$ cat src/design/iomem_pkg.sv
`default_nettype none

package iomem_pkg;

  ////////////////////////////////////////
  // Address map
  ////////////////////////////////////////

  // RAM region, bits outside the mask must equal the base
  localparam logic [31:0] RAM_BASE = 32'h4000_0000;
  localparam logic [31:0] RAM_MASK = 32'h000F_FFFF;

  localparam logic [31:0] TIMER_LO_ADDR = 32'h3000_0000;
  localparam logic [31:0] TIMER_HI_ADDR = 32'h3000_0004;

  ////////////////////////////////////////
  // Sizes and timing
  ////////////////////////////////////////

  localparam int RAM_WORDS   = 1024;
  localparam int RAM_AW      = 10;
  // Cycles from first valid cycle to ready
  localparam int RAM_LATENCY = 4;
  localparam int LAT_CNT_W   = $clog2(RAM_LATENCY + 1);

  // Serial loader line
  localparam int         CLKS_PER_BIT    = 8;
  localparam int         UART_CNT_W      = $clog2(CLKS_PER_BIT);
  localparam logic [7:0] PROG_START_BYTE = 8'hA5;

  ////////////////////////////////////////
  // Bus and RAM port types
  ////////////////////////////////////////

  // Zero wstrb means read
  typedef struct packed {
    logic        valid;
    logic [3:0]  wstrb;
    logic [31:0] addr;
    logic [31:0] wdata;
  } iomem_req_t;

  typedef struct packed {
    logic        ready;
    logic [31:0] rdata;
  } iomem_rsp_t;

  typedef struct packed {
    logic              rd_en;
    logic [3:0]        wstrb;
    logic [RAM_AW-1:0] index;
    logic [31:0]       wdata;
  } ram_req_t;

endpackage

`default_nettype wire

$ cat src/design/iomem_decoder.sv
`default_nettype none

module iomem_decoder import iomem_pkg::*; (
  input  logic        clk_i,
  input  logic        rst_n,
  input  iomem_req_t  bus_req_i,
  output iomem_rsp_t  bus_rsp_o,
  input  logic        prog_mode_i,
  input  ram_req_t    loader_req_i,
  output ram_req_t    ram_req_o,
  input  logic [31:0] ram_rdata_i,
  input  logic [31:0] timer_lo_i,
  input  logic [31:0] timer_hi_i,
  output logic        timer_lo_read_o
);

  logic                 bus_active;
  logic                 hit_ram;
  logic                 hit_lo;
  logic                 hit_hi;
  logic                 is_read;
  logic                 ram_sel;
  logic                 ram_ready;
  logic                 fast_ready;
  logic [LAT_CNT_W-1:0] lat_cnt_q;
  ram_req_t             bus_ram_req;

  ////////////////////////////////////////
  // Address decode
  ////////////////////////////////////////

  // Bus is locked out while the loader owns the RAM
  assign bus_active = bus_req_i.valid & ~prog_mode_i;
  assign hit_ram    = (bus_req_i.addr & ~RAM_MASK) == RAM_BASE;
  assign hit_lo     = bus_req_i.addr == TIMER_LO_ADDR;
  assign hit_hi     = bus_req_i.addr == TIMER_HI_ADDR;
  assign is_read    = bus_req_i.wstrb == 4'b0000;
  assign ram_sel    = bus_active & hit_ram;

  ////////////////////////////////////////
  // RAM latency
  ////////////////////////////////////////

  // Counts cycles of the current RAM request, back to zero after ready
  always_ff @(posedge clk_i) begin
    if (!rst_n) begin
      lat_cnt_q <= '0;
    end else if (!ram_sel || ram_ready) begin
      lat_cnt_q <= '0;
    end else begin
      lat_cnt_q <= lat_cnt_q + 1'b1;
    end
  end

  assign ram_ready  = ram_sel & (lat_cnt_q == LAT_CNT_W'(RAM_LATENCY));
  // Timer and unmapped space answer at once
  assign fast_ready = bus_active & ~hit_ram;

  assign timer_lo_read_o = bus_active & hit_lo;

  always_comb begin
    // Read one cycle early so the registered RAM output meets ready
    bus_ram_req.rd_en = ram_sel & is_read & (lat_cnt_q == LAT_CNT_W'(RAM_LATENCY - 1));
    bus_ram_req.wstrb = ram_ready ? bus_req_i.wstrb : 4'b0000;
    bus_ram_req.index = bus_req_i.addr[RAM_AW+1:2];
    bus_ram_req.wdata = bus_req_i.wdata;
  end

  // Loader has priority over the bus
  assign ram_req_o = prog_mode_i ? loader_req_i : bus_ram_req;

  always_comb begin
    if (hit_lo) begin
      bus_rsp_o.rdata = timer_lo_i;
    end else if (hit_hi) begin
      bus_rsp_o.rdata = timer_hi_i;
    end else if (hit_ram) begin
      bus_rsp_o.rdata = ram_rdata_i;
    end else begin
      bus_rsp_o.rdata = 32'h0000_0000;
    end
  end

  assign bus_rsp_o.ready = ram_ready | fast_ready;

  // Master keeps a pending request steady until it is accepted
  a_req_held_until_ready: assert property (
    @(posedge clk_i) disable iff (!rst_n)
    bus_req_i.valid && !bus_rsp_o.ready |=> bus_req_i.valid && $stable(bus_req_i));

  // Loader only writes, so no read may reach the RAM during programming
  a_no_ram_read_in_prog: assert property (
    @(posedge clk_i) disable iff (!rst_n)
    prog_mode_i |-> !ram_req_o.rd_en);

endmodule

`default_nettype wire

$ cat config.mk
export PLATFORM = sky130hd
export DESIGN_NAME = iomem_decoder
export DESIGN_NICKNAME = d
export VERILOG_FILES = /design/src/design/iomem_pkg.sv /design/src/design/iomem_decoder.sv
export SDC_FILE = /design/constraint.sdc
export NUM_CORES = 1
export LEC_CHECK = 0
export BUFFER_PORTS_ARGS = -buffer_cell sky130_fd_sc_hd__buf_2
export CAP_MARGIN = 20
export CORE_AREA = 2 2 114 116
export DETAILED_ROUTE_END_ITERATION = 6
export DIE_AREA = 0 0 116 118
export PLACE_DENSITY = 0.47
export SLEW_MARGIN = 20
export SYNTH_ARGS = -nofsm -noshare
export SYNTH_HDL_FRONTEND = slang
export SYNTH_SLANG_ARGS = --single-unit
$ cat constraint.sdc
create_clock -name clk_i -period 2.75 [get_ports clk_i]
set_input_delay 0.55 -clock clk_i [delete_from_list [all_inputs] [get_ports clk_i]]
set_output_delay 0.55 -clock clk_i [all_outputs]
set_load 0.005 [all_outputs]
### Yosys cells after proc, flatten, opt, wreduce, memory -nomap -nowiden

Index checks and enable logic that the tools add are counted.
Widths: inputs -> output; s select.

* flip-flop bits (word level): 3
* output and inout port bits: 81
* input port bits: 215

* bitwise operators: 11
* muxes and demuxes: 5
* reductions and logical operators: 4
* eq/ne operators: 5
* $add $sub $neg: 1

Operator list (number)
* $mux 32: 3
* $eq 32x30->1 const B: 2
* $mux 47: 1
* $eq 12x11->1 const B: 1
* $and 1x1->1: 7
* $logic_not 4->1: 1
* $mux 4: 1
* $add 3x1->3 const B: 1
* $eq 3x2->1 const B: 1
* $eq 3x3->1 const B: 1
* $not 1->1: 3
* $reduce_or 2->1: 1
* $logic_not 1->1: 1
* $logic_or 1x1->1: 1
* $or 1x1->1: 1

### Longest topological paths before layout

* depth after elaboration: 6
* gate-level depth with buffers: 6

### Least setup slack after synthesis

OpenSTA, ideal clock, no wires.

* path kind: input port to output port
* start point: input port bus_req_i[48] (netlist name)
* end point: output port bus_rsp_o[0] (netlist name)
* arrival time: 1.570 ns
* buffers on the path: 2
* slack: 0.630 ns
* stages: 6
* path through: nor4b_1 -> and4b_1 -> buf_6 -> nand4_4 -> buf_6 -> a2bb2oi_1

RTL lines
* start, declared: line iomem_decoder.sv:6 `input iomem_req_t bus_req_i,`
* end, declared: line iomem_decoder.sv:7 `output iomem_rsp_t bus_rsp_o,`

==> metrics list <==
- Once detail routing completed, the nets flagged for antenna violations numbered 0.
* Core area: 12410 um2
- Measured against the total synthesized area, the mux share comes to 0.2619.
- Main combinational cell family by area after synthesis: compound AO/OA/AOI/OAI gates
- The floorplan has 41 rows.
* Area share of and/or/nand/nor cells after synthesis: 0.1952
* Total global routing track utilization: 0.1306
- Fmax: 385.0 MHz
- More flip-flops sit in one register than any other, and that register is lat_cnt_q.
- Once placement finished, the instance area stood at 3381 um2.
- Of the cells placed in the final design, the portion with a size suffix greater than 1 is 0.7131.
- Synth Cell Area: 1763 um2
* Via count: 2931
- Clock tree synthesis selected as its root buffer the cell sky130_fd_sc_hd__clkbuf_16.
* Worst IR Drop VDD: 101.2 uV
- In this run the worst hold path is classified as reg -> reg.
- RSZ-0062 raised after global routing: no
* Area enclosed by the die boundary: 13690 um2
- In the synthesized netlist, the number of instances is 219.
- Of all flip-flops after synthesis, the portion carrying an async set or reset was 0.
* Routed length per instance: 14.26 um
- Cell taking the most area after synthesis: sky130_fd_sc_hd__mux2_2
- Antenna diodes: 0
* Leakage dissipation: 1.824 nW
- Effective utilization at floorplan: 0.1420
- After synthesis, the netlist uses 30 different library cells.
- The clock passes through at most 2 buffers.
- For the worst-skew pair, the clock arrives at the later sink with an insertion delay of 230 ps.
- The finished cells cover 3463 um2.
- The critical path is of the in -> out type.
* Sum Neg Setup Slack: 0 ps
- The tightest hold path in the finished design has a slack of 461.9 ps.
* Pins Over Slew Limit: 0
- DRC marker count from the first detailed-route iteration: 69
- The most used flip-flop cell after synthesis is sky130_fd_sc_hd__dfxtp_1.
* Number of hold violations in the final report: 0
- Routability-driven placement finished with a final weighted congestion of 0.8653.
- Number of global-route vias before repair: 2941
- Fraction of post-synthesis cell area in the top cell type by area: 0.2619
- For this run, the number of Yosys warnings is 0.
* Post-synth net total: 437
- The post-synthesis compound-gate area fraction came to 0.3563.
- In the final layout, the registers with the most flip-flops are lat_cnt_q x3.
- Final period utilization: 0.9446
- For this design, the sink count on the clock tree is 3.
- The flow ran to the end, and the final reports show no timing, DRC or antenna violations.
* I/O Pins: 296
* Detailed-placement wirelength estimate: 8.399 mm
- Number of flops mapped to enable cells by yosys: 0
* Final setup violation count: 0
- TritonCTS clock tree: done
- For the pin with the worst max-slew slack, the measured transition is 236.5 ps.
- Post-route DRC violation count: 0
- Mean post-synth cell area: 8.050 um2
- Share of the synthesized netlist area taken by xor and xnor gates: 0
* Flip-flop and latch area: 60.06 um2
- Measured against its own limit, the worst slew margin works out to 0.8401.
- The floorplan step set the die width to 116 um.
- Count of state elements after synthesis: 3
* Clock period minus final worst setup slack: 2598 ps
- Max_cap viols: 0
- Data required time at the worst endpoint: 2200 ps
* Biggest fanout along the worst timing path: 34
- Of the total synthesized cell area, the portion taken by full adders, half adders and majority gates is 0.02129.
- Final wirelength: 9.613 mm
* # H-tree levels: 1
* Clock slew seen by the registers of the worst setup and hold paths: 30 ps
- By area the synthesized netlist is led by sky130_fd_sc_hd__mux2_2 (26%), sky130_fd_sc_hd__a2bb2oi_1 (16%), sky130_fd_sc_hd__o2111ai_1 (16%), sky130_fd_sc_hd__nand2_1 (8.7%), sky130_fd_sc_hd__buf_4 (4.7%).
- Data arrives at the worst endpoint at 2050 ps.
* Number of nets in the layout: 721
- Across the routed clock network, the largest skew measured is 2.108 ps.
- Clock buffers created by TritonCTS: 3
- Number of iterations in the first detailed-routing pass: 4
* Flip-flop count of the largest register after layout: 3
- The first global-routing pass estimated 14.24 mm of wire.
* Sequential area share after synthesis: 0.03407
* Critical Path Sink Type: primary output
- Maximum number of pins on one net before global-route repair: 35
* Multi-input logic area: 1471 um2
* Vias per std cell: 4.349
* Power density cells: 174.2 nW/um2
* Sort of element at the start of the critical path: primary input
* Sum of overflow across all layers after global routing: 0
- Util after Layout: 0.2790
- From synthesis to final layout, the design area changed by 96.45%.
- Height of the die: 118 um
- Number of buffer cells added on primary ports: 295
* Fill cell instance count of the final layout: 1400
* Initial antenna violation count: 0
* Most instantiated cells after synthesis: sky130_fd_sc_hd__mux2_2 (41), sky130_fd_sc_hd__nand2_1 (41), sky130_fd_sc_hd__a2bb2oi_1 (32), sky130_fd_sc_hd__o2111ai_1 (32), sky130_fd_sc_hd__buf_4 (11)
## per-stage QoR
| stage | cells | worst slack [ps] | total power, mW |
|---|---|---|---|
| finish | 674 | 152.5 | 0.6033 |
| floorplan | 219 | 629.8 | 0.1527 |
| global route | 674 | 11.25 | 0.6424 |
| detailed placement | 670 | 97.98 | 0.3744 |
| CTS | 674 | 104.8 | 0.6118 |
| global placement | 670 | 131.2 | 0.3705 |
## repair_timing
action / in CTS / in global routing
hold buffers: 0 / 0
setup endpoints to repair: 0 / 16
resized for setup: 0 / 1
setup buffers: 0 / 0
hold endpoints to repair: 0 / 0
## cell type report
cell class	count	share of cell area
Inverter	8	0.008671
Multi-Input combinational cell	180	0.4249
Tap cell	172	0.06214
Clock buffer	4	0.02276
Sequential cell	3	0.01734
Timing Repair Buffer	307	0.4642
## layer usage
| metal | vias up | global-route usage | share of wire |
|---|---|---|---|
| li1 | 1439 | - | - |
| met1 | 1324 | 0.1387 | 0.38 |
| met2 | 157 | 0.2635 | 0.53 |
| met3 | 11 | 0.01545 | 0.074 |
| met4 | 0 | 0.03199 | 0.019 |
| met5 | - | 0 | 0 |
## power by group
group          total (mW)  internal (mW)  switching (mW)
Clock               0.233          0.191          0.0416
Combinational       0.326          0.205           0.122
Sequential         0.0438         0.0438     0.000000591
Total               0.603          0.440           0.163
## critical path: stages
cell	delay, ps
sky130_fd_sc_hd__buf_2	90
sky130_fd_sc_hd__nor4b_1	280
sky130_fd_sc_hd__and4b_1	290
sky130_fd_sc_hd__buf_12	200
sky130_fd_sc_hd__nand4_4	130
sky130_fd_sc_hd__buf_4	220
sky130_fd_sc_hd__a2bb2oi_1	150
sky130_fd_sc_hd__buf_2	130
## worst paths after layout
path,from,endpoint,slack [ps],depth (start not counted)
worst max-delay path,bus_req_i[48],bus_rsp_o[29],150,8
worst min-delay path,lat_cnt_q[0],lat_cnt_q[0],460,1
worst max register to register,lat_cnt_q[0],lat_cnt_q[2],1610,6
worst min register to register,lat_cnt_q[0],lat_cnt_q[0],460,1
## logic make-up after synthesis
logic type               after synthesis
AO/OA/AOI/OAI                         71
adder cells (fa/ha/maj)                3
buffers and inverters                 36
flip-flops                             3
multiplexers                          41
AND/OR/NAND/NOR                       65
## layout by cell type, fill, tap and decap left out, drive strengths merged, types with 2 or more instances in the layout
cell type and instances:
buf 307, mux2 41, nand2 41, o2111ai 32, a2bb2oi 32, inv 7
nor4 6, o31ai 5, clkbuf 4, nor2 3, and3 3, ha 3
dfxtp 3, nor3 2, nand4 2, and4 2
Power figures use the tool's default switching activity.
