<file path="config.mk">
export PLATFORM = sky130hd
export DESIGN_NAME = cycle_timer
export DESIGN_NICKNAME = d
export VERILOG_FILES = /design/src/design/cycle_timer.sv
export SDC_FILE = /design/constraint.sdc
export NUM_CORES = 1
export LEC_CHECK = 0
export ABC_AREA = 1
export ABC_CLOCK_PERIOD_IN_PS = 2840
export BUFFER_PORTS_ARGS = -buffer_cell sky130_fd_sc_hd__buf_2
export CELL_PAD_IN_SITES_DETAIL_PLACEMENT = 1
export CELL_PAD_IN_SITES_GLOBAL_PLACEMENT = 2
export CORE_UTILIZATION = 34
export DETAILED_ROUTE_END_ITERATION = 8
export PLACE_DENSITY = 0.93
export SLEW_MARGIN = 20
export SYNTH_ARGS = -nofsm -noshare
export SYNTH_HDL_FRONTEND = slang
export SYNTH_SLANG_ARGS = --single-unit
export TNS_END_PERCENT = 5
</file>
<file path="constraint.sdc">
create_clock -name clk_i -period 2.84 [get_ports clk_i]
set_input_delay 0.426 -clock clk_i [delete_from_list [all_inputs] [get_ports clk_i]]
set_output_delay 0.426 -clock clk_i [all_outputs]
set_load 0.02 [all_outputs]
</file>
<file path="src/design/cycle_timer.sv">
`default_nettype none

module cycle_timer (
  input  logic        clk_i,
  input  logic        sys_rst_n_i,
  input  logic        lo_read_i,
  output logic [31:0] lo_o,
  output logic [31:0] hi_o
);

  logic [63:0] count_q;
  logic [31:0] hi_snap_q;

  always_ff @(posedge clk_i) begin
    if (!sys_rst_n_i) begin
      count_q <= 64'h0;
    end else begin
      count_q <= count_q + 64'h1;
    end
  end

  // Upper half frozen at the low read, keeps the pair coherent
  always_ff @(posedge clk_i) begin
    if (!sys_rst_n_i) begin
      hi_snap_q <= 32'h0;
    end else if (lo_read_i) begin
      hi_snap_q <= count_q[63:32];
    end
  end

  assign lo_o = count_q[31:0];
  assign hi_o = hi_snap_q;

endmodule

`default_nettype wire

</file>
[Yosys cells after proc, flatten, opt, wreduce, memory -nomap -nowiden]
Cells that the tools add are included.
Operators by class
  add/subtract/negate cells: 1
Operators by type and width (count)
  adder 64 x 1 -> 64 bit (second input constant): 1
Storage, ports and cells
  output and inout port bits: 64
  register bits after elaboration: 96

[Depth between registers and ports, before layout]
Gate-level depths: netlist of the first run.
  depth in word-level cells: 1
  mapped depth: 10

[Least setup slack after synthesis of the first run]
Ideal clock, no wire load.
  path kind: flip-flop to flip-flop
  start: register count_q[0]
  end: register count_q[56]
  cell stages (with the launch flop): 11
  buffers on the path: 0
  required time: 2727 ps
  path slack: 1346 ps
  period minus slack after synthesis: 1494 ps
  arrival: 1381 ps
  cells stage by stage: dfxtp_1 -> ha_1 -> nand2_2 -> nor2_8 -> nand2_4 -> nor2_8 -> nand2_2 -> nor2_2 -> nand2_1 -> nand2_1 -> nor2_1
On the way
  cells in the longest elaborated chain, start to end: 1
RTL lines
  from (decl): line 11  | logic [63:0] count_q;
  from (signal assigned): line 18  | count_q <= count_q + 64'h1;
  adder 64 x 1 -> 64 bit: line 18
Every way passes these cells.
A chain may end at the register's enable or synchronous reset.

[Worst setup path after layout of the first run]
  start: register count_q[29]
  end: register count_q[63]
Same word-level chain as after synthesis.

==> impl_results.md, run 1 <==
- Sequential-to-total area share from yosys stat: 37.3%
- Layout cells sized above 1: 13.5%
- DRC: 6
- Final setup fails: 0
- Final GP Congestion: 0.944
- PwrDens: 473 mW/mm^2
- Routed vias: 4992
- Die X: 125 um
- Average cell area after synthesis: about 6.4 um^2
- Vias in the first global route: 4969
- Syn Inst Count: between 800 and 900
- Area delta synth->final: 10.8%
- YS warnings: 0
- Post-synth EDFFs: 0
- Register cell area after layout: 0.00192 mm^2
- Post-Synth Adder-Cell Area: 0.243%
- XOR/XNOR Fraction of Synth Area: under 10%
- Violated checks: DRC
- Worst Setup Start Kind: flip-flop
- Post-route antenna net violation count: 0
- Worst r2r src: count_q[29]$_SDFF_PN0_
- Avg WL per Cell: 16.1 um
- Crit path to: count_q[63]$_SDFF_PN0_
- Syn_nets: 810
- Die height: 125 um
- CTS Sinks: 96
- Clock Path Buffers: 2
- Leak: 2.44 nW
- Compound-cell area share of the yosys netlist: 10.4%
- Vias per cell: 4.87
- FF-to-FF setup slack: a little over 0.9 ns
- Crit share post-route: 67.3%
- Setup WS post-layout: 0.927 ns
- Routed WL: 16600 um
- Fmax: 523 MHz
- I/O pin count: 67
- Worst r2r path cells: 9
- Hold Vio Cnt, Final: 0
- Post-layout minimum cycle time: roughly 1.9 ns
- R2R Path End: count_q[63]$_SDFF_PN0_
- Sequential Power Share: 51.3%
- H-tree Lvls: 3
- Switch share: 24.2%
- Hold crit path type: reg -> reg
- Clock-pin slew on the worst setup and hold paths: 0.07 ns
- Row count: 44
- CP required: about 3 ns
- Diode count: 0
- Max VDD drop: 0.240 mV
- Area occupied by multi-input gates: 0.00263 mm^2
- Least-Margin Pin Slew: roughly 0.9 ns
- Prevailing post-synth register cell: dfxtp_1
- Critical path data arrival time: 2.16 ns
- First-pass GRT wire length: between 20000 and 30000 um
- HPWL after DPL: 13200 um
- Critical path launch point: count_q[29]$_SDFF_PN0_
- Slew margin rel.: between 30% and 40%
- Initial antenna violation count: 0
- Setup CP Type: reg -> reg
- Clock root cell: clkbuf_16
- Fin Clk Skew: 0.00682 ns
- First-pass DRT Iterations: 6
- Logic gate share of total power: 5.4%
- Hold Path Origin: count_q[0]$_SDFF_PN0_
- Initial Utilization: 35.2%
- Core box area: 0.0146 mm^2
- Worst-Skew Late Latency: ~0.35 ns
- Port Buf Inserts: 66
- Synth unique cells: 30
- Initial DRC count: 278
- Mapped cell area: ~0.0052 mm^2
- CP max FO: 6
- Fill cells: 1975
- CTS tree: done
- Setup bufs post-CTS: 0
- Post-place setup slack: 0.967 ns
- Largest family of logic cells by synthesized area: simple AND/OR/NAND/NOR gates
- Final #Nets: 842
- Multiplexer share of the synthesized area: 0%
- Largest net degree at the start of global routing: 74
- Full die area: between 0.015 and 0.02 mm^2
- Max Cap Viol: 0
- Setup TNS Final: 0 ns
- Max-slew violations: 0
- CTS resizes: 0
- Crit end category: flip-flop
- Core Util, Final: between 30% and 40%
- Number of CTS-inserted buffers: 9
- Tot GR Track Use: between 20% and 30%
- FFs w/ async S/R, synth: 0%
- Hold_buf cts: 0
- RSZ-0062 raised after global routing: false
- Switching Power: 0.652 mW
- Outcome: complete, but fails checks
- Seq cells post-synth: between 90 and 100
- Grt total ovfl: 0
- Simple-gate share of the synthesized area: 39.2%
- Clock power share: 43.3%
- Pint: 2.05 mW
-- kinds of logic (layout without fill, tap and decap cells) --
family / after synthesis / in the layout
simple gates: 475 / 475
buf+inv: 129 / 165
compound gates: 98 / 98
flops: 96 / 96
xor+xnor: 7 / 7
fa+ha+maj: 1 / 1
-- registers in the layout (all words and copies together), names as in the netlist --
| signal | flops |
|---|---|
| count_q | 64 |
| hi_o | 32 |
-- power groups by stage --
stage	Clock (mW)	Combinational (mW)	Sequential, mW
floorplan	0	0.0777	1.44
global placement	0	0.145	1.42
detailed placement	0	0.147	1.42
CTS	1.20	0.148	1.39
global route	1.26	0.162	1.39
finish	1.17	0.145	1.39
-- placed cells by master, fill, tap and decap left out, types with 2 or more instances in the layout --
master     count
dfxtp_1       96
o21a_1         5
o21bai_2       3
nor2_4         6
clkinv_2       2
xor2_1         6
nand4_1       12
clkbuf_8       2
o21bai_1       6
a21oi_1       37
o21ai_0       47
nor3_1         5
inv_1         80
buf_4          3
nor2_2         4
clkbuf_16      9
nor2_1       214
nand2_1      186
nor2_8         2
buf_2         66
nand2_2       11
nand3_1       27
-- stage by stage --
| step | cell area [um^2] | hold WS, ns | cells | total power [mW] |
|---|---|---|---|---|
| global placement | 5440 | 0.455 | 1011 | 1.56 |
| finish | 5710 | 0.491 | 1026 | 2.70 |
| global route | 5710 | 0.529 | 1026 | 2.81 |
| floorplan | 5150 | 0.441 | 806 | 1.52 |
| CTS | 5710 | 0.500 | 1026 | 2.74 |
| detailed placement | 5440 | 0.481 | 1011 | 1.56 |
-- worst min path at each step --
stage	slack, ns	cells past startpoint	end
floorplan	0.44	1	count_q[0]$_SDFF_PN0_
global placement	0.46	1	count_q[0]$_SDFF_PN0_
detailed placement	0.48	2	hi_o[26]$_SDFFE_PN0P_
CTS	0.50	2	hi_o[10]$_SDFFE_PN0P_
global route	0.53	2	hi_o[23]$_SDFFE_PN0P_
finish	0.49	1	count_q[0]$_SDFF_PN0_
-- final cells by class --
class / count / area share (%)
repair buffers: 69 / 6.18
multi-input cells: 581 / 46.0
well taps: 184 / 4.03
inverters: 81 / 5.32
clock buffers: 12 / 4.49
flip-flops and latches: 96 / 33.6
clock inverters: 3 / 0.307
-- worst max-delay path: stages (launching register included) --
cell and delay, ns:
dfxtp_1 0.43, nand2_1 0.16, nor2_1 0.21, nand2_1 0.15, nor2_1 0.29, nand2_2 0.20, nor2_1 0.20, nand2_1 0.07
nand2_1 0.06, nor2_1 0.04
-- synth_stat cells, types with 3 or more instances --
cell | count | area [um^2]
a21oi_1 | 37 | 185
buf_4 | 32 | 240
clkbuf_1 | 16 | 60.1
dfxtp_1 | 96 | 1920
inv_1 | 80 | 300
nand2_1 | 186 | 698
nand2_2 | 11 | 68.8
nand3_1 | 27 | 135
nand4_1 | 12 | 75.1
nor2_1 | 214 | 803
nor2_2 | 4 | 25.0
nor2_4 | 6 | 67.6
nor3_1 | 5 | 25.0
o21a_1 | 5 | 37.5
o21ai_0 | 47 | 235
o21bai_1 | 6 | 45.0
o21bai_2 | 3 | 33.8
xor2_1 | 6 | 52.6
-- per-layer routing --
metal  GRT usage (%)  vias up  routed length [um]
met1            30.5     2313                8020
met2            35.0      109                7260
met3            3.72       20                 933
met4            8.18        0                 342
li1                -     2550                   -
met5               0        -                   0
Power figures use the tool's default switching activity.
==> run 2: changes to the inputs <==
--- a/config.mk
+++ b/config.mk
@@ -5,14 +5,14 @@
 export SDC_FILE = /design/constraint.sdc
 export NUM_CORES = 1
 export LEC_CHECK = 0
-export ABC_AREA = 1
-export ABC_CLOCK_PERIOD_IN_PS = 2840
+export ABC_AREA = 0
+export ABC_CLOCK_PERIOD_IN_PS = 2000
 export BUFFER_PORTS_ARGS = -buffer_cell sky130_fd_sc_hd__buf_2
 export CELL_PAD_IN_SITES_DETAIL_PLACEMENT = 1
 export CELL_PAD_IN_SITES_GLOBAL_PLACEMENT = 2
 export CORE_UTILIZATION = 34
 export DETAILED_ROUTE_END_ITERATION = 8
-export PLACE_DENSITY = 0.93
+export PLACE_DENSITY = 0.85
 export SLEW_MARGIN = 20
 export SYNTH_ARGS = -nofsm -noshare
 export SYNTH_HDL_FRONTEND = slang
==> constraint.sdc (replaced) <==
create_clock -name clk_i -period 2 [get_ports clk_i]
set_input_delay 0.3 -clock clk_i [delete_from_list [all_inputs] [get_ports clk_i]]
set_output_delay 0.3 -clock clk_i [all_outputs]
set_load 0.02 [all_outputs]
==> run 2 against run 1 <==
The flow finishes with violations (setup timing). Die area decreased by 12%. Area after synthesis decreased by 12%. Count of clock-buffer cells in the layout unchanged.
==> impl_results.md, run 2 <==
- Outcome: complete, but fails checks
- Violated checks: setup timing
- Vias per cell: 5.18
- Clock power share: roughly half
- Post-layout minimum cycle time: 2.02 ns
- Hold path depth: 3
- First-pass DRT Iterations: 5
- Critical path data arrival time: 2.30 ns
- Delay-heaviest family, CP: simple AND/OR/NAND/NOR gates
- Switching Power: 0.835 mW
- Leak: 2.36 nW
- Prevailing post-synth register cell: dfxtp_1
- Setup WS post-layout: -0.0191 ns
- Clock Path Buffers: 2
- Grt total ovfl: 0
- CP required: between 2 and 2.5 ns
- Setup TNS Final: -0.0247 ns
- Dpl cells: 773
- CTS Sinks: 96
- Clock root cell: clkbuf_16
- Leading cell type in the layout, fill and taps excluded: dfxtp_1
- First-pass GRT wire length: 21200 um
- Register with the most flip-flops: count_q
- CP cell instances: ha_4 > nand4_1 > nor4b_4 > buf_4 > nand4_1 > or3_1 > a21oi_1
- Routed vias: 4119
- Syn Inst Count: 514
- Setup CP Type: reg -> reg
- Area share of the largest cell type after synthesis: 42.6%
- Row count: 41
- Average cell area after synthesis: 8.78 um^2
- Leading cell types in the layout, fill and taps excluded: dfxtp_1, buf_4, nor2_1, buf_2, mux2i_1
- Hold Vio Cnt, Final: 0
- Slew margin rel.: about 72%
- Mapped cell area: 0.00451 mm^2
- Final #Nets: 622
- Layout cells sized above 1: 31.3%
- I/O pin count: 67
- Pint: around 3.1 mW
- Number of flip-flops in the largest register: 64
- Area leader, netlist: dfxtp_1
- Worst r2r path cells: 7
- Clock-pin slew on the worst setup and hold paths: 0.06 ns
- Synth unique cells: 41
- Tot GR Track Use: 20.2%
- YS warnings: 0
- Crit end category: flip-flop
- Fin Clk Skew: 0.00869 ns
- Hold crit path type: in -> reg
- WP buf/inv: 1
- Largest net degree at the start of global routing: 39
- Crit share post-route: 101%
- CTS tree: done
- RSZ-0062 raised after global routing: true
- H-tree Lvls: 3
- Switch share: roughly a fifth
- Final setup fails: 2
- HPWL after DPL: 9530 um
- Sequential-to-total area share from yosys stat: 42.6%
- Sequential Power Share: 48.6%
- Most common cell in the netlist: dfxtp_1
- FFs w/ async S/R, synth: 0%
- Die X: between 100 and 150 um
- Worst Setup Start Kind: flip-flop
- Most area-consuming cells after synthesis: dfxtp_1, mux2i_1, nor2_1, buf_4, nand4_1
- Core Util, Final: about 45%
- Initial Utilization: 35.3%
- Post-route antenna net violation count: 0
- Slowest-stage cell, CP: or3_1
- Final GP Congestion: 0.804
- Diode count: 0
- Logic gate share of total power: 2.8%
- Number of CTS-inserted buffers: 9
- Post-place setup slack: -0.0679 ns
- DRC: 0
- Port Buf Inserts: between 60 and 70
- PwrDens: about 700 mW/mm^2
- Seq cells post-synth: 96
- Max-slew violations: 0
- Full die area: 0.0137 mm^2
- CP peak stage delay: 0.41 ns
- Fmax: a little under 500 MHz
- CP max FO: 6
- Core box area: 0.0128 mm^2
- Most used cell, CP: nand4_1
- Vias in the first global route: 4190
- Max Cap Viol: 0
- Top post-synthesis cells by count: dfxtp_1, nor2_1, mux2i_1
- Avg WL per Cell: between 15 and 20 um
- Syn_nets: 518
- Max VDD drop: 0.343 mV
- Routed WL: roughly 13000 um
- Initial DRC count: 182
- Post-synth EDFFs: 0
- Initial antenna violation count: 0
- Least-Margin Pin Slew: around 0.42 ns
- Area delta synth->final: 27.3%
- Crit. path cell count: 7
- Worst-Skew Late Latency: 0.35 ns
- Die height: 117 um
- Non-filler cells, final: 795
run 2: power by group through the flow:
stage	Sequential, mW	Clock [mW]	Combinational [mW]
finish	1.93	1.92	0.110
global route	1.92	2.04	0.121
CTS	1.92	1.96	0.112
detailed placement	1.97	0	0.111
global placement	1.97	0	0.108
floorplan	1.97	0	0.0803
run 2: metal layers:
layer	track usage (%)	up-vias	part of all wire (%)
li1	-	2005	-
met1	25.0	2034	46
met2	34.5	61	50
met3	3.35	19	3.0
met4	8.61	0	1.7
met5	0	-	0
run 2: cell type report:
class / instances / area (um^2)
clock buffer: 12 / 256
clock inverter: 4 / 76.3
fill: 1512 / 7030
inverter: 8 / 30.0
multi-input combinational: 356 / 2270
sequential: 96 / 1940
tap: 172 / 215
timing repair buffer: 147 / 963
run 2: logic make-up after synthesis:
logic type / count (synthesis) / share of synthesized area [%]
mux: 36 / 7.98
compound gates: 66 / 7.98
simple gates: 229 / 28.6
xor+xnor: 24 / 4.66
flops: 96 / 42.6
buf+inv: 62 / 7.93
fa+ha+maj: 1 / 0.277
run 2: worst paths after layout:
kind                              start                     end  slack (ns)
setup / recovery  count_q[1]$_SDFF_PN0_  count_q[44]$_SDFF_PN0_       -0.02
hold / removal              sys_rst_n_i  count_q[62]$_SDFF_PN0_        0.36
setup reg to reg  count_q[1]$_SDFF_PN0_  count_q[44]$_SDFF_PN0_       -0.02
hold reg to reg   hi_o[18]$_SDFFE_PN0P_   hi_o[18]$_SDFFE_PN0P_        0.49
run 2: worst register-to-register path, delay by kind of cell (launching register included):
| family | cells | cell delay [ns] |
|---|---|---|
| and+or+nand+nor | 4 | 1.11 |
| AOI/OAI and AO/OA | 1 | 0.16 |
| buffers and inverters | 1 | 0.17 |
| DFF | 1 | 0.38 |
| adders and majority gates | 1 | 0.14 |
run 2: timing repair:
action | in CTS | in global routing
hold buffers | 0 | 0
endpoints found under the setup margin | 12 | 26
gates resized for setup | 3 | 14
pin swaps | 3 | 1
setup buffers | 5 | 1
run 2: per-stage QoR:
stage | power (mW) | cell area, um^2 | hold WS, ns
floorplan | 2.05 | 4530 | 0.449
detailed placement | 2.08 | 5330 | 0.484
global route | 4.09 | 5750 | 0.378
global placement | 2.08 | 5330 | 0.472
CTS | 4.00 | 5710 | 0.359
finish | 3.96 | 5750 | 0.365
