`config.mk`:
```
export PLATFORM = sky130hd
export DESIGN_NAME = prog_loader
export DESIGN_NICKNAME = d
export VERILOG_FILES = /design/src/design/iomem_pkg.sv /design/src/design/prog_loader.sv
export SDC_FILE = /design/constraint.sdc
export NUM_CORES = 1
export LEC_CHECK = 0
export BUFFER_PORTS_ARGS = -buffer_cell sky130_fd_sc_hd__buf_2
export CAP_MARGIN = 15
export CORE_MARGIN = 2
export CORE_UTILIZATION = 28
export DETAILED_ROUTE_END_ITERATION = 8
export GPL_ROUTABILITY_DRIVEN = 0
export SYNTH_ARGS = -nofsm -noshare
export SYNTH_HDL_FRONTEND = slang
export SYNTH_SLANG_ARGS = --single-unit
```
`constraint.sdc`:
```
create_clock -name clk_i -period 6.8 [get_ports clk_i]
set_input_delay 1.36 -clock clk_i [delete_from_list [all_inputs] [get_ports clk_i]]
set_output_delay 1.36 -clock clk_i [all_outputs]
set_load 0.05 [all_outputs]
```
`src/design/iomem_pkg.sv`:
```
`default_nettype none

package iomem_pkg;

  ////////////////////////////////////////
  // Address map
  ////////////////////////////////////////

  // RAM region, bits outside the mask must equal the base
  localparam logic [31:0] RAM_BASE = 32'h4000_0000;
  localparam logic [31:0] RAM_MASK = 32'h000F_FFFF;

  localparam logic [31:0] TIMER_LO_ADDR = 32'h3000_0000;
  localparam logic [31:0] TIMER_HI_ADDR = 32'h3000_0004;

  ////////////////////////////////////////
  // Sizes and timing
  ////////////////////////////////////////

  localparam int RAM_WORDS   = 1024;
  localparam int RAM_AW      = 10;
  // Cycles from first valid cycle to ready
  localparam int RAM_LATENCY = 4;
  localparam int LAT_CNT_W   = $clog2(RAM_LATENCY + 1);

  // Serial loader line
  localparam int         CLKS_PER_BIT    = 8;
  localparam int         UART_CNT_W      = $clog2(CLKS_PER_BIT);
  localparam logic [7:0] PROG_START_BYTE = 8'hA5;

  ////////////////////////////////////////
  // Bus and RAM port types
  ////////////////////////////////////////

  // Zero wstrb means read
  typedef struct packed {
    logic        valid;
    logic [3:0]  wstrb;
    logic [31:0] addr;
    logic [31:0] wdata;
  } iomem_req_t;

  typedef struct packed {
    logic        ready;
    logic [31:0] rdata;
  } iomem_rsp_t;

  typedef struct packed {
    logic              rd_en;
    logic [3:0]        wstrb;
    logic [RAM_AW-1:0] index;
    logic [31:0]       wdata;
  } ram_req_t;

endpackage

`default_nettype wire

```
`src/design/prog_loader.sv`:
```
`default_nettype none

module prog_loader import iomem_pkg::*; (
  input  logic       clk_i,
  input  logic       rst_n,
  input  logic [7:0] byte_i,
  input  logic       byte_valid_i,
  output logic       prog_mode_o,
  output logic       sys_rst_n_o,
  output ram_req_t   ram_req_o
);

  typedef enum logic [2:0] {
    LD_IDLE,
    LD_CNT_LO,
    LD_CNT_HI,
    LD_DATA,
    LD_WRITE
  } ld_state_t;

  ld_state_t   state_q;
  logic [15:0] count_q;
  logic [15:0] word_idx_q;
  logic [1:0]  byte_sel_q;
  logic [31:0] word_q;
  logic        prog_mode_q;
  logic        sys_rst_n_q;

  ////////////////////////////////////////
  // Image parser
  ////////////////////////////////////////

  always_ff @(posedge clk_i) begin
    if (!rst_n) begin
      state_q     <= LD_IDLE;
      count_q     <= 16'h0000;
      word_idx_q  <= 16'h0000;
      byte_sel_q  <= 2'd0;
      prog_mode_q <= 1'b0;
    end else begin
      case (state_q)
        LD_IDLE: begin
          // Stray bytes are dropped here
          if (byte_valid_i && byte_i == PROG_START_BYTE) begin
            prog_mode_q <= 1'b1;
            state_q     <= LD_CNT_LO;
          end
        end
        LD_CNT_LO: begin
          if (byte_valid_i) begin
            count_q[7:0] <= byte_i;
            state_q      <= LD_CNT_HI;
          end
        end
        LD_CNT_HI: begin
          if (byte_valid_i) begin
            count_q[15:8] <= byte_i;
            word_idx_q    <= 16'h0000;
            byte_sel_q    <= 2'd0;
            if ({byte_i, count_q[7:0]} == 16'h0000) begin
              prog_mode_q <= 1'b0;
              state_q     <= LD_IDLE;
            end else begin
              state_q <= LD_DATA;
            end
          end
        end
        LD_DATA: begin
          if (byte_valid_i) begin
            byte_sel_q <= byte_sel_q + 2'd1;
            if (byte_sel_q == 2'd3) begin
              state_q <= LD_WRITE;
            end
          end
        end
        default: begin
          // Single write cycle, then next word or done
          word_idx_q <= word_idx_q + 16'd1;
          if (word_idx_q + 16'd1 == count_q) begin
            prog_mode_q <= 1'b0;
            state_q     <= LD_IDLE;
          end else begin
            state_q <= LD_DATA;
          end
        end
      endcase
    end
  end

  // Little endian word assembly
  always_ff @(posedge clk_i) begin
    if (state_q == LD_DATA && byte_valid_i) begin
      word_q[8*byte_sel_q +: 8] <= byte_i;
    end
  end

  // Processor side held in reset while loading
  always_ff @(posedge clk_i) begin
    if (!rst_n) begin
      sys_rst_n_q <= 1'b0;
    end else begin
      sys_rst_n_q <= ~prog_mode_q;
    end
  end

  always_comb begin
    ram_req_o.rd_en = 1'b0;
    ram_req_o.wstrb = (state_q == LD_WRITE) ? 4'b1111 : 4'b0000;
    ram_req_o.index = word_idx_q[RAM_AW-1:0];
    ram_req_o.wdata = word_q;
  end

  assign prog_mode_o = prog_mode_q;
  assign sys_rst_n_o = sys_rst_n_q;

  a_write_only_in_prog: assert property (
    @(posedge clk_i) disable iff (!rst_n)
    (ram_req_o.wstrb != 4'b0000) |-> prog_mode_o);

endmodule

`default_nettype wire

```
* Word-level counts from Yosys, hierarchy flattened
Index checks and enable logic that the tools add are counted.
** Storage, ports and cells
- Bits in registers :: 71
- Word-level logic and storage cells :: 63
** Cells by class
- $add $sub $neg :: 3
- Equal/unequal tests :: 13
- Shifts and indexed selects :: 2
- Muxes and demuxes :: 20
- Bitwise logic cells :: 3
- Reductions and logical operators :: 14
** Operators with widths (count)
- $neg A5 Y34 :: 1
- $shift A8 B34 Y32 const A :: 1
- $shiftx A8 B34 Y32 :: 1
- $bwmux W32 :: 1
- $pmux W16 S2 :: 1
- $add A16 B1 Y16 const B :: 1
- $eq A16 B16 Y1 :: 1
- $logic_not A16 Y1 :: 1
- $mux W16 :: 1
- $mux W3 :: 5
- $ne A2 B2 Y1 const B :: 6
- $pmux W3 S4 :: 1
- $reduce_and A5 Y1 :: 2
- $eq A8 B8 Y1 const B :: 1
- $mux W2 :: 4
- $eq A3 B2 Y1 const B :: 2
- $reduce_and A2 Y1 :: 3
- $mux W1 :: 4
- $mux W4 :: 1
- $pmux W2 S2 :: 1
- $eq A3 B1 Y1 const B :: 1
- $eq A3 B3 Y1 const B :: 1
- $logic_not A3 Y1 :: 1
- $not A1 Y1 :: 3
- 9 further kinds :: 10

* Logic depth before layout (Yosys ltp)
Gate-level depths: netlist of the first run.
- Depth in word-level cells :: 4
- Mapped depth :: 8
- Gate-level depth less buffers :: 7

* Worst setup path before layout of the first run
OpenSTA, ideal clock, no wires.
- Path type :: reg2out
- From :: register state_q[2]
- To :: output port ram_req_o[43] (netlist name)
- Data arrival time :: 2248 ps
- Required time :: 5440 ps
- Path slack :: 3192 ps
- Stages on the path, launching flop included :: 6
- Cell sequence :: dfxtp_1 > buf_4 > inv_1 > clkbuf_1 > nor3_1 > buf_4
** RTL lines
- start: declaration :: line prog_loader.sv:21 : ld_state_t state_q;
- start signal: assignment :: line prog_loader.sv:35 : state_q <= LD_IDLE;
- start signal: assignment :: line prog_loader.sv:46 : state_q <= LD_CNT_LO;
- start signal: assignment :: line prog_loader.sv:52 : state_q <= LD_CNT_HI;
- end: declaration :: line prog_loader.sv:10 : output ram_req_t ram_req_o

==> results.md, run 1 <==
- Sequential fraction of the synthesis area: 46.46%
- Hold path startpoint: prog_mode_o
- Final TNS setup: 0 ps
- Crit path time final: 3506 ps
- CTS tree: yes
- Die W: 119.7 um
- Post-synth top cells: and2_1, dfxtp_1, edfxtp_1, nor2_1, nand2_1
- Worst r2r path cells: 7
- CTS buffer count: 9
- Pint: 704.3 uW
- Switching part of the total power: 23.37%
- Status: complete, no violations
- Clk_lat worst skew: 330 ps
- Final nets: 448
- P_leak: 0.001576 uW
- CP Capture Type: output port
- Mapped Cells: 396
- # IOs: 60
- Hold path endpoint: sys_rst_n_o
- Rel. slew slack: 34.23%
- Setup slack after layout: 3294 ps
- Final Hold Fails: 0
- Largest cells by area after synthesis: edfxtp_1, dfxtp_1, and2_1
- R2r setup slk: 3940 ps
- Yosys cell types: 54
- Global route overflow: 0
- Yosys reg bits: 71
- CP Max Fanout: 19
- DIE AREA: 14330 um^2
- Sw Pwr: 214.8 uW
- DRT antenna net count: 0
- Area growth from synthesis to layout: 16.09%
- Post-CTS resize count: 0
- Clock Power Share: 49.4%
- Die Span Y: 119.7 um
- Max Clk Rate: 285.2 MHz
- Yosys warns: 0
- Syn_area_per_cell: 9.466 um^2
- Crit path DAT: 2150 ps
- Critical path class: reg -> out
- Maxcap violations: 0
- EDFF count, synth: 32
- Vias per std cell: 4.812
- Setup violators final: 0
- Clock Sinks: 71
- Max H-tree Level: 3
- Fraction of layout cells with a size suffix above 1: 19.27%
- DRT Pass-1 Iters: 4
- Total global-route track usage: 13.02%
- Pwr/cell area: 211.2 nW/um^2
- Syn Nets: 413
- Share of the synthesized area in the top cell type: 25.63%
- Vias in the first global route: 2791
- Non-Filler Instances: 612
- Share of total power in combinational logic: 2.3%
- Inst Count DP: 596
- First DRT Iteration DRCs: 382
- Final Max Slew Viols: 0
- Tightest Pin Transition: 980.5 ps
- Skew final: 9.677 ps
- Routed WL: 9003 um
- Port bufs: 58
- Sequential Power Share: 48.3%
- Worst r2r dst: prog_mode_o
- Period Utilization, post-route: 51.57%
- Global-route wire length before repair: 14750 um
- Post-synthesis async set-or-reset flop share: 0%
- Worst hold slack: 476.7 ps
- Worst Hold Depth: 1
- Initial antenna violation count: 0
- Drt drc: 0
- Worst R2R Start: word_idx_q[0]
- Tightest Hold Check Type: reg -> reg
- Clock root buffer: clkbuf_16
- Setup Slack @ Placement: 3613 ps
- Clock transition at path regs: 60 ps
- Cts hold-fix bufs: 0
- Post-CTS setup buffers: 0
- PnR Total Power: 919.0 uW
- Largest net degree at the start of global routing: 37
- ANT cells: 0
- DPL Wire Length: 6406 um
- Drt wl/cell: 14.71 um
- Critical path startpoint category: register
- Row cnt: 42
- RSZ-0062 raised after global routing: false
- Largest area contributor in the netlist: edfxtp_1
- Dominant synthesized flop cell: dfxtp_1
- Starting Density: 28.53%
- Core outline area: 13140 um^2
- Worst Path Required: 5440 ps
- Max clock buf depth: 2
- Largest vdd supply drop: 101.9 uV
- Via count: 2945
- Mapped Area: 3749 um^2
==> power groups by stage <==
stage	sequential, uW	clock, uW	combinational (uW)
floorplan	454	0	8.89
global placement	453	0	20.8
detailed placement	453	0	21.2
CTS	443	464	21.2
global route	443	487	23.0
finish	444	454	21.2
==> kinds of logic after synthesis <==
kind of cell,Yosys count,synth area share [%]
xor+xnor,20,5.407
fa+ha+maj,6,2.003
other cells,1,0.1000
compound gates,73,12.38
flops,71,46.46
mux,7,1.869
simple gates,172,25.20
buf+inv,46,6.575
==> layout by cell type (no fill, tap or decap), types with 10 or more instances in the layout <==
cell type   n
inv_1      10
nand3_1    11
a22oi_1    10
buf_2      58
a21oi_1    27
and2_1     39
nand2_1    30
edfxtp_1   32
xnor2_1    10
dfxtp_1    39
nor2_1     32
o21ai_0    13
==> flip-flops by register name, summed over array words and instances, names as in the netlist <==
| register | count |
|---|---|
| sys_rst_n_o | 1 |
| state_q | 3 |
| word_idx_q | 16 |
| byte_sel_q | 2 |
| prog_mode_o | 1 |
| word_q | 32 |
| count_q | 16 |
==> layout make-up <==
type | count | area (um^2)
Timing Repair Buffer | 59 | 297.8
Clock buffer | 9 | 225.2
Multi-Input combinational cell | 279 | 1760
Inverter | 11 | 41.29
Fill cell | 1375 | 8786
Clock inverter | 7 | 65.06
Sequential cell | 71 | 1742
Tap cell | 176 | 220.2
==> per-layer routing <==
metal / routed length (um) / track usage [%] / part of all wire (%)
met5: 0 / 0 / 0
met4: 68 / 3.897 / 0.76
met3: 481 / 3.184 / 5.3
met2: 4183 / 20.50 / 46
met1: 4269 / 17.70 / 47
==> worst max-delay path by stage <==
stage | startpoint | endpoint | slack, ps | depth (start not counted)
2_1_floorplan | state_q[2] | ram_req_o[43] | 3190 | 5
3_3_place_gp | state_q[2] | ram_req_o[43] | 3700 | 3
3_5_place_dp | state_q[2] | ram_req_o[44] | 3610 | 3
4_1_cts | state_q[2] | ram_req_o[44] | 3260 | 3
5_1_grt | state_q[2] | ram_req_o[44] | 3070 | 3
6_report | state_q[2] | ram_req_o[44] | 3290 | 3
==> stage by stage <==
stage / cell area, um^2 / util, %
3_5_place_dp: 4061 / 30.91
6_report: 4352 / 33.12
2_1_floorplan: 3749 / -
5_1_grt: 4352 / 33.12
4_1_cts: 4352 / 33.12
3_3_place_gp: 4061 / 30.91
==> critical path, cell delays in order (launching register included) <==
cell and delay, ps:
dfxtp_1 770, inv_1 370, nor3_1 340, buf_2 330
No activity file was read; power rests on OpenSTA's default activity.
==> run 2, diff against run 1 <==
Clock period 6.8 ns to 3.35 ns, I/O delays scaled along.
==> run 2 against run 1 <==
Clock power grew 130%. Clock skew shrank 3.7 ps. Global-route usage grew 0.25 points. Setup slack lost 2700 ps. Combinational power grew 110%. Die area is the same. Power grew 120%. Cell count grew 0.49%. Critical path type is now reg -> reg. Via count grew 0.81%. Critical path depth grew 4. Utilization grew 0.48 points. Sequential power grew 100%. Largest cell class unchanged.
==> results.md, run 2 (synthesis gave the netlist of run 1 again) <==
- Status: complete, no violations
- Row cnt: 42
- Max clock buf depth: 2
- Clock Sinks: 71
- Top reg by flops: word_q
- Pint: 1573 uW
- CP peak stage delay: 540 ps
- Crit-path cells: ha_1 -> nand3_1 -> and2b_2 -> or4_1 -> or4_4 -> nor4_4 -> a221oi_1
- Biggest regs: word_q x32, count_q x16, word_idx_q x16
- Rel. slew slack: 49.69%
- Largest net degree at the start of global routing: 20
- Clock transition at path regs: 60 ps
- Switching part of the total power: 21.00%
- Max H-tree Level: 3
- Worst setup path startpoint: word_idx_q[0]
- Vias in the first global route: 2864
- Clk_lat worst skew: 330 ps
- Post-CTS resize count: 0
- CP Capture Type: register
- Die W: 119.7 um
- Largest vdd supply drop: 239.4 uV
- Port bufs: 58
- DIE AREA: 14330 um^2
- Total global-route track usage: 13.26%
- Most used cells in the layout excluding fill and tap cells: buf_2, and2_1, dfxtp_1
- CTS tree: yes
- Critical path startpoint category: register
- Pwr/cell area: 451.2 nW/um^2
- Fillers: 1378
- Non-Filler Instances: 615
- First DRT Iteration DRCs: 255
- Clock root buffer: clkbuf_16
- Routed WL: 9119 um
- Storage cell area: 1742 um^2
- Final Max Slew Viols: 0
- Worst R2R Start: word_idx_q[0]
- Initial antenna violation count: 0
- Clock Power Share: 52.5%
- Skew final: 6.017 ps
- Via count: 2969
- Commonest non-fill, non-tap cell in the layout: buf_2
- Critical path class: reg -> reg
- Cts hold-fix bufs: 0
- Setup Slack @ Placement: 578.2 ps
- Sequential Power Share: 45.2%
- Largest register FFs: 32
- Starting Density: 28.53%
- Crit path max-delay cell type: or4_4
- Final nets: 451
- CP delay by family, top: simple AND/OR/NAND/NOR gates
- Core outline area: 13140 um^2
- Crit. path cell count: 7
- Tightest Hold Check Type: reg -> reg
- Die Span Y: 119.7 um
- Sw Pwr: 418.3 uW
- Finished Core Util: 33.60%
- Period Utilization, post-route: 82.69%
- Final Hold Fails: 0
- P_leak: 0.001608 uW
- Tightest Pin Transition: 753.0 ps
- DPL Wire Length: 6494 um
- Drt wl/cell: 14.83 um
- Max Clk Rate: 361.0 MHz
- Worst r2r path cells: 7
- Setup violators final: 0
- Vias per std cell: 4.828
- Drt drc: 0
- RSZ-0062 raised after global routing: false
- Share of total power in combinational logic: 2.2%
- CP Max Fanout: 9
- Post-CTS setup buffers: 0
- DRT Pass-1 Iters: 5
- Crit path time final: 2770 ps
- Worst Path Required: 3540 ps
- Crit path DAT: 2960 ps
- Final TNS setup: 0 ps
- Fraction of layout cells with a size suffix above 1: 19.82%
- # IOs: 60
- Worst Hold Depth: 1
- Global-route wire length before repair: 14880 um
- Inst Count DP: 599
- Area taken by multi-input logic gates: 1760 um^2
- Crit path buf inv count: 0
- CTS buffer count: 9
- ANT cells: 0
- Hold path startpoint: prog_mode_o
- Global route overflow: 0
- Setup slack after layout: 579.8 ps
- Maxcap violations: 0
- Area growth from synthesis to layout: 17.76%
- DRT antenna net count: 0
==> run 2: cell count changes in the layout (fill, tap and decap cells not counted) <==
| cell | before | now |
|---|---|---|
| inv_6 | 2 | 1 |
| inv_8 | 2 | 1 |
| buf_4 | 1 | 4 |
| bufinv_16 | 0 | 2 |
==> run 2: worst reg2reg max path, cell delays in order, from the launching register on <==
cell      delay (ps)
dfxtp_1          500
ha_1             330
nand3_1          150
and2b_2          230
or4_1            420
or4_4            540
nor4_4           330
a221oi_1         130
==> run 2: area by class of cell <==
class	count	share of cell area [%]
Clock buffer	9	5.102
Inverter	11	0.9354
Sequential cell	71	39.46
Multi-Input combinational cell	279	39.88
Clock inverter	7	2.381
Timing Repair Buffer	62	7.256
Tap cell	176	4.989
==> run 2: final timing paths <==
kind,slack [ps],end
setup / recovery,580,prog_mode_o
hold / removal,460,sys_rst_n_o
setup reg to reg,580,prog_mode_o
hold reg to reg,460,sys_rst_n_o
==> run 2: stage by stage <==
stage                     area [um^2]  power (uW)  hold WS, ps
after global routing             4414        2053        499.1
after detailed placement         4084       964.4        459.9
after floorplan                  3749       939.6        454.1
after global placement           4084       963.5        448.6
final                            4414        1991        459.3
after CTS                        4414        2013        474.3
==> run 2: power by group through the flow <==
stage / Sequential, uW / Combinational [uW] / Clock [uW]
global placement: 919 / 44.1 / 0
global route: 900 / 48.5 / 1100
CTS: 900 / 45.2 / 1070
detailed placement: 919 / 45.1 / 0
floorplan: 922 / 18.1 / 0
finish: 900 / 44.6 / 1050
==> run 2: layer usage <==
metal	vias to the layer above	share of wire [%]	wire [um]	global-route usage, %
li1	1467	-	-	-
met1	1384	46	4191	17.02
met2	104	46	4185	21.29
met3	14	6.5	597	3.612
met4	0	1.6	145	5.074
met5	-	0	0	0
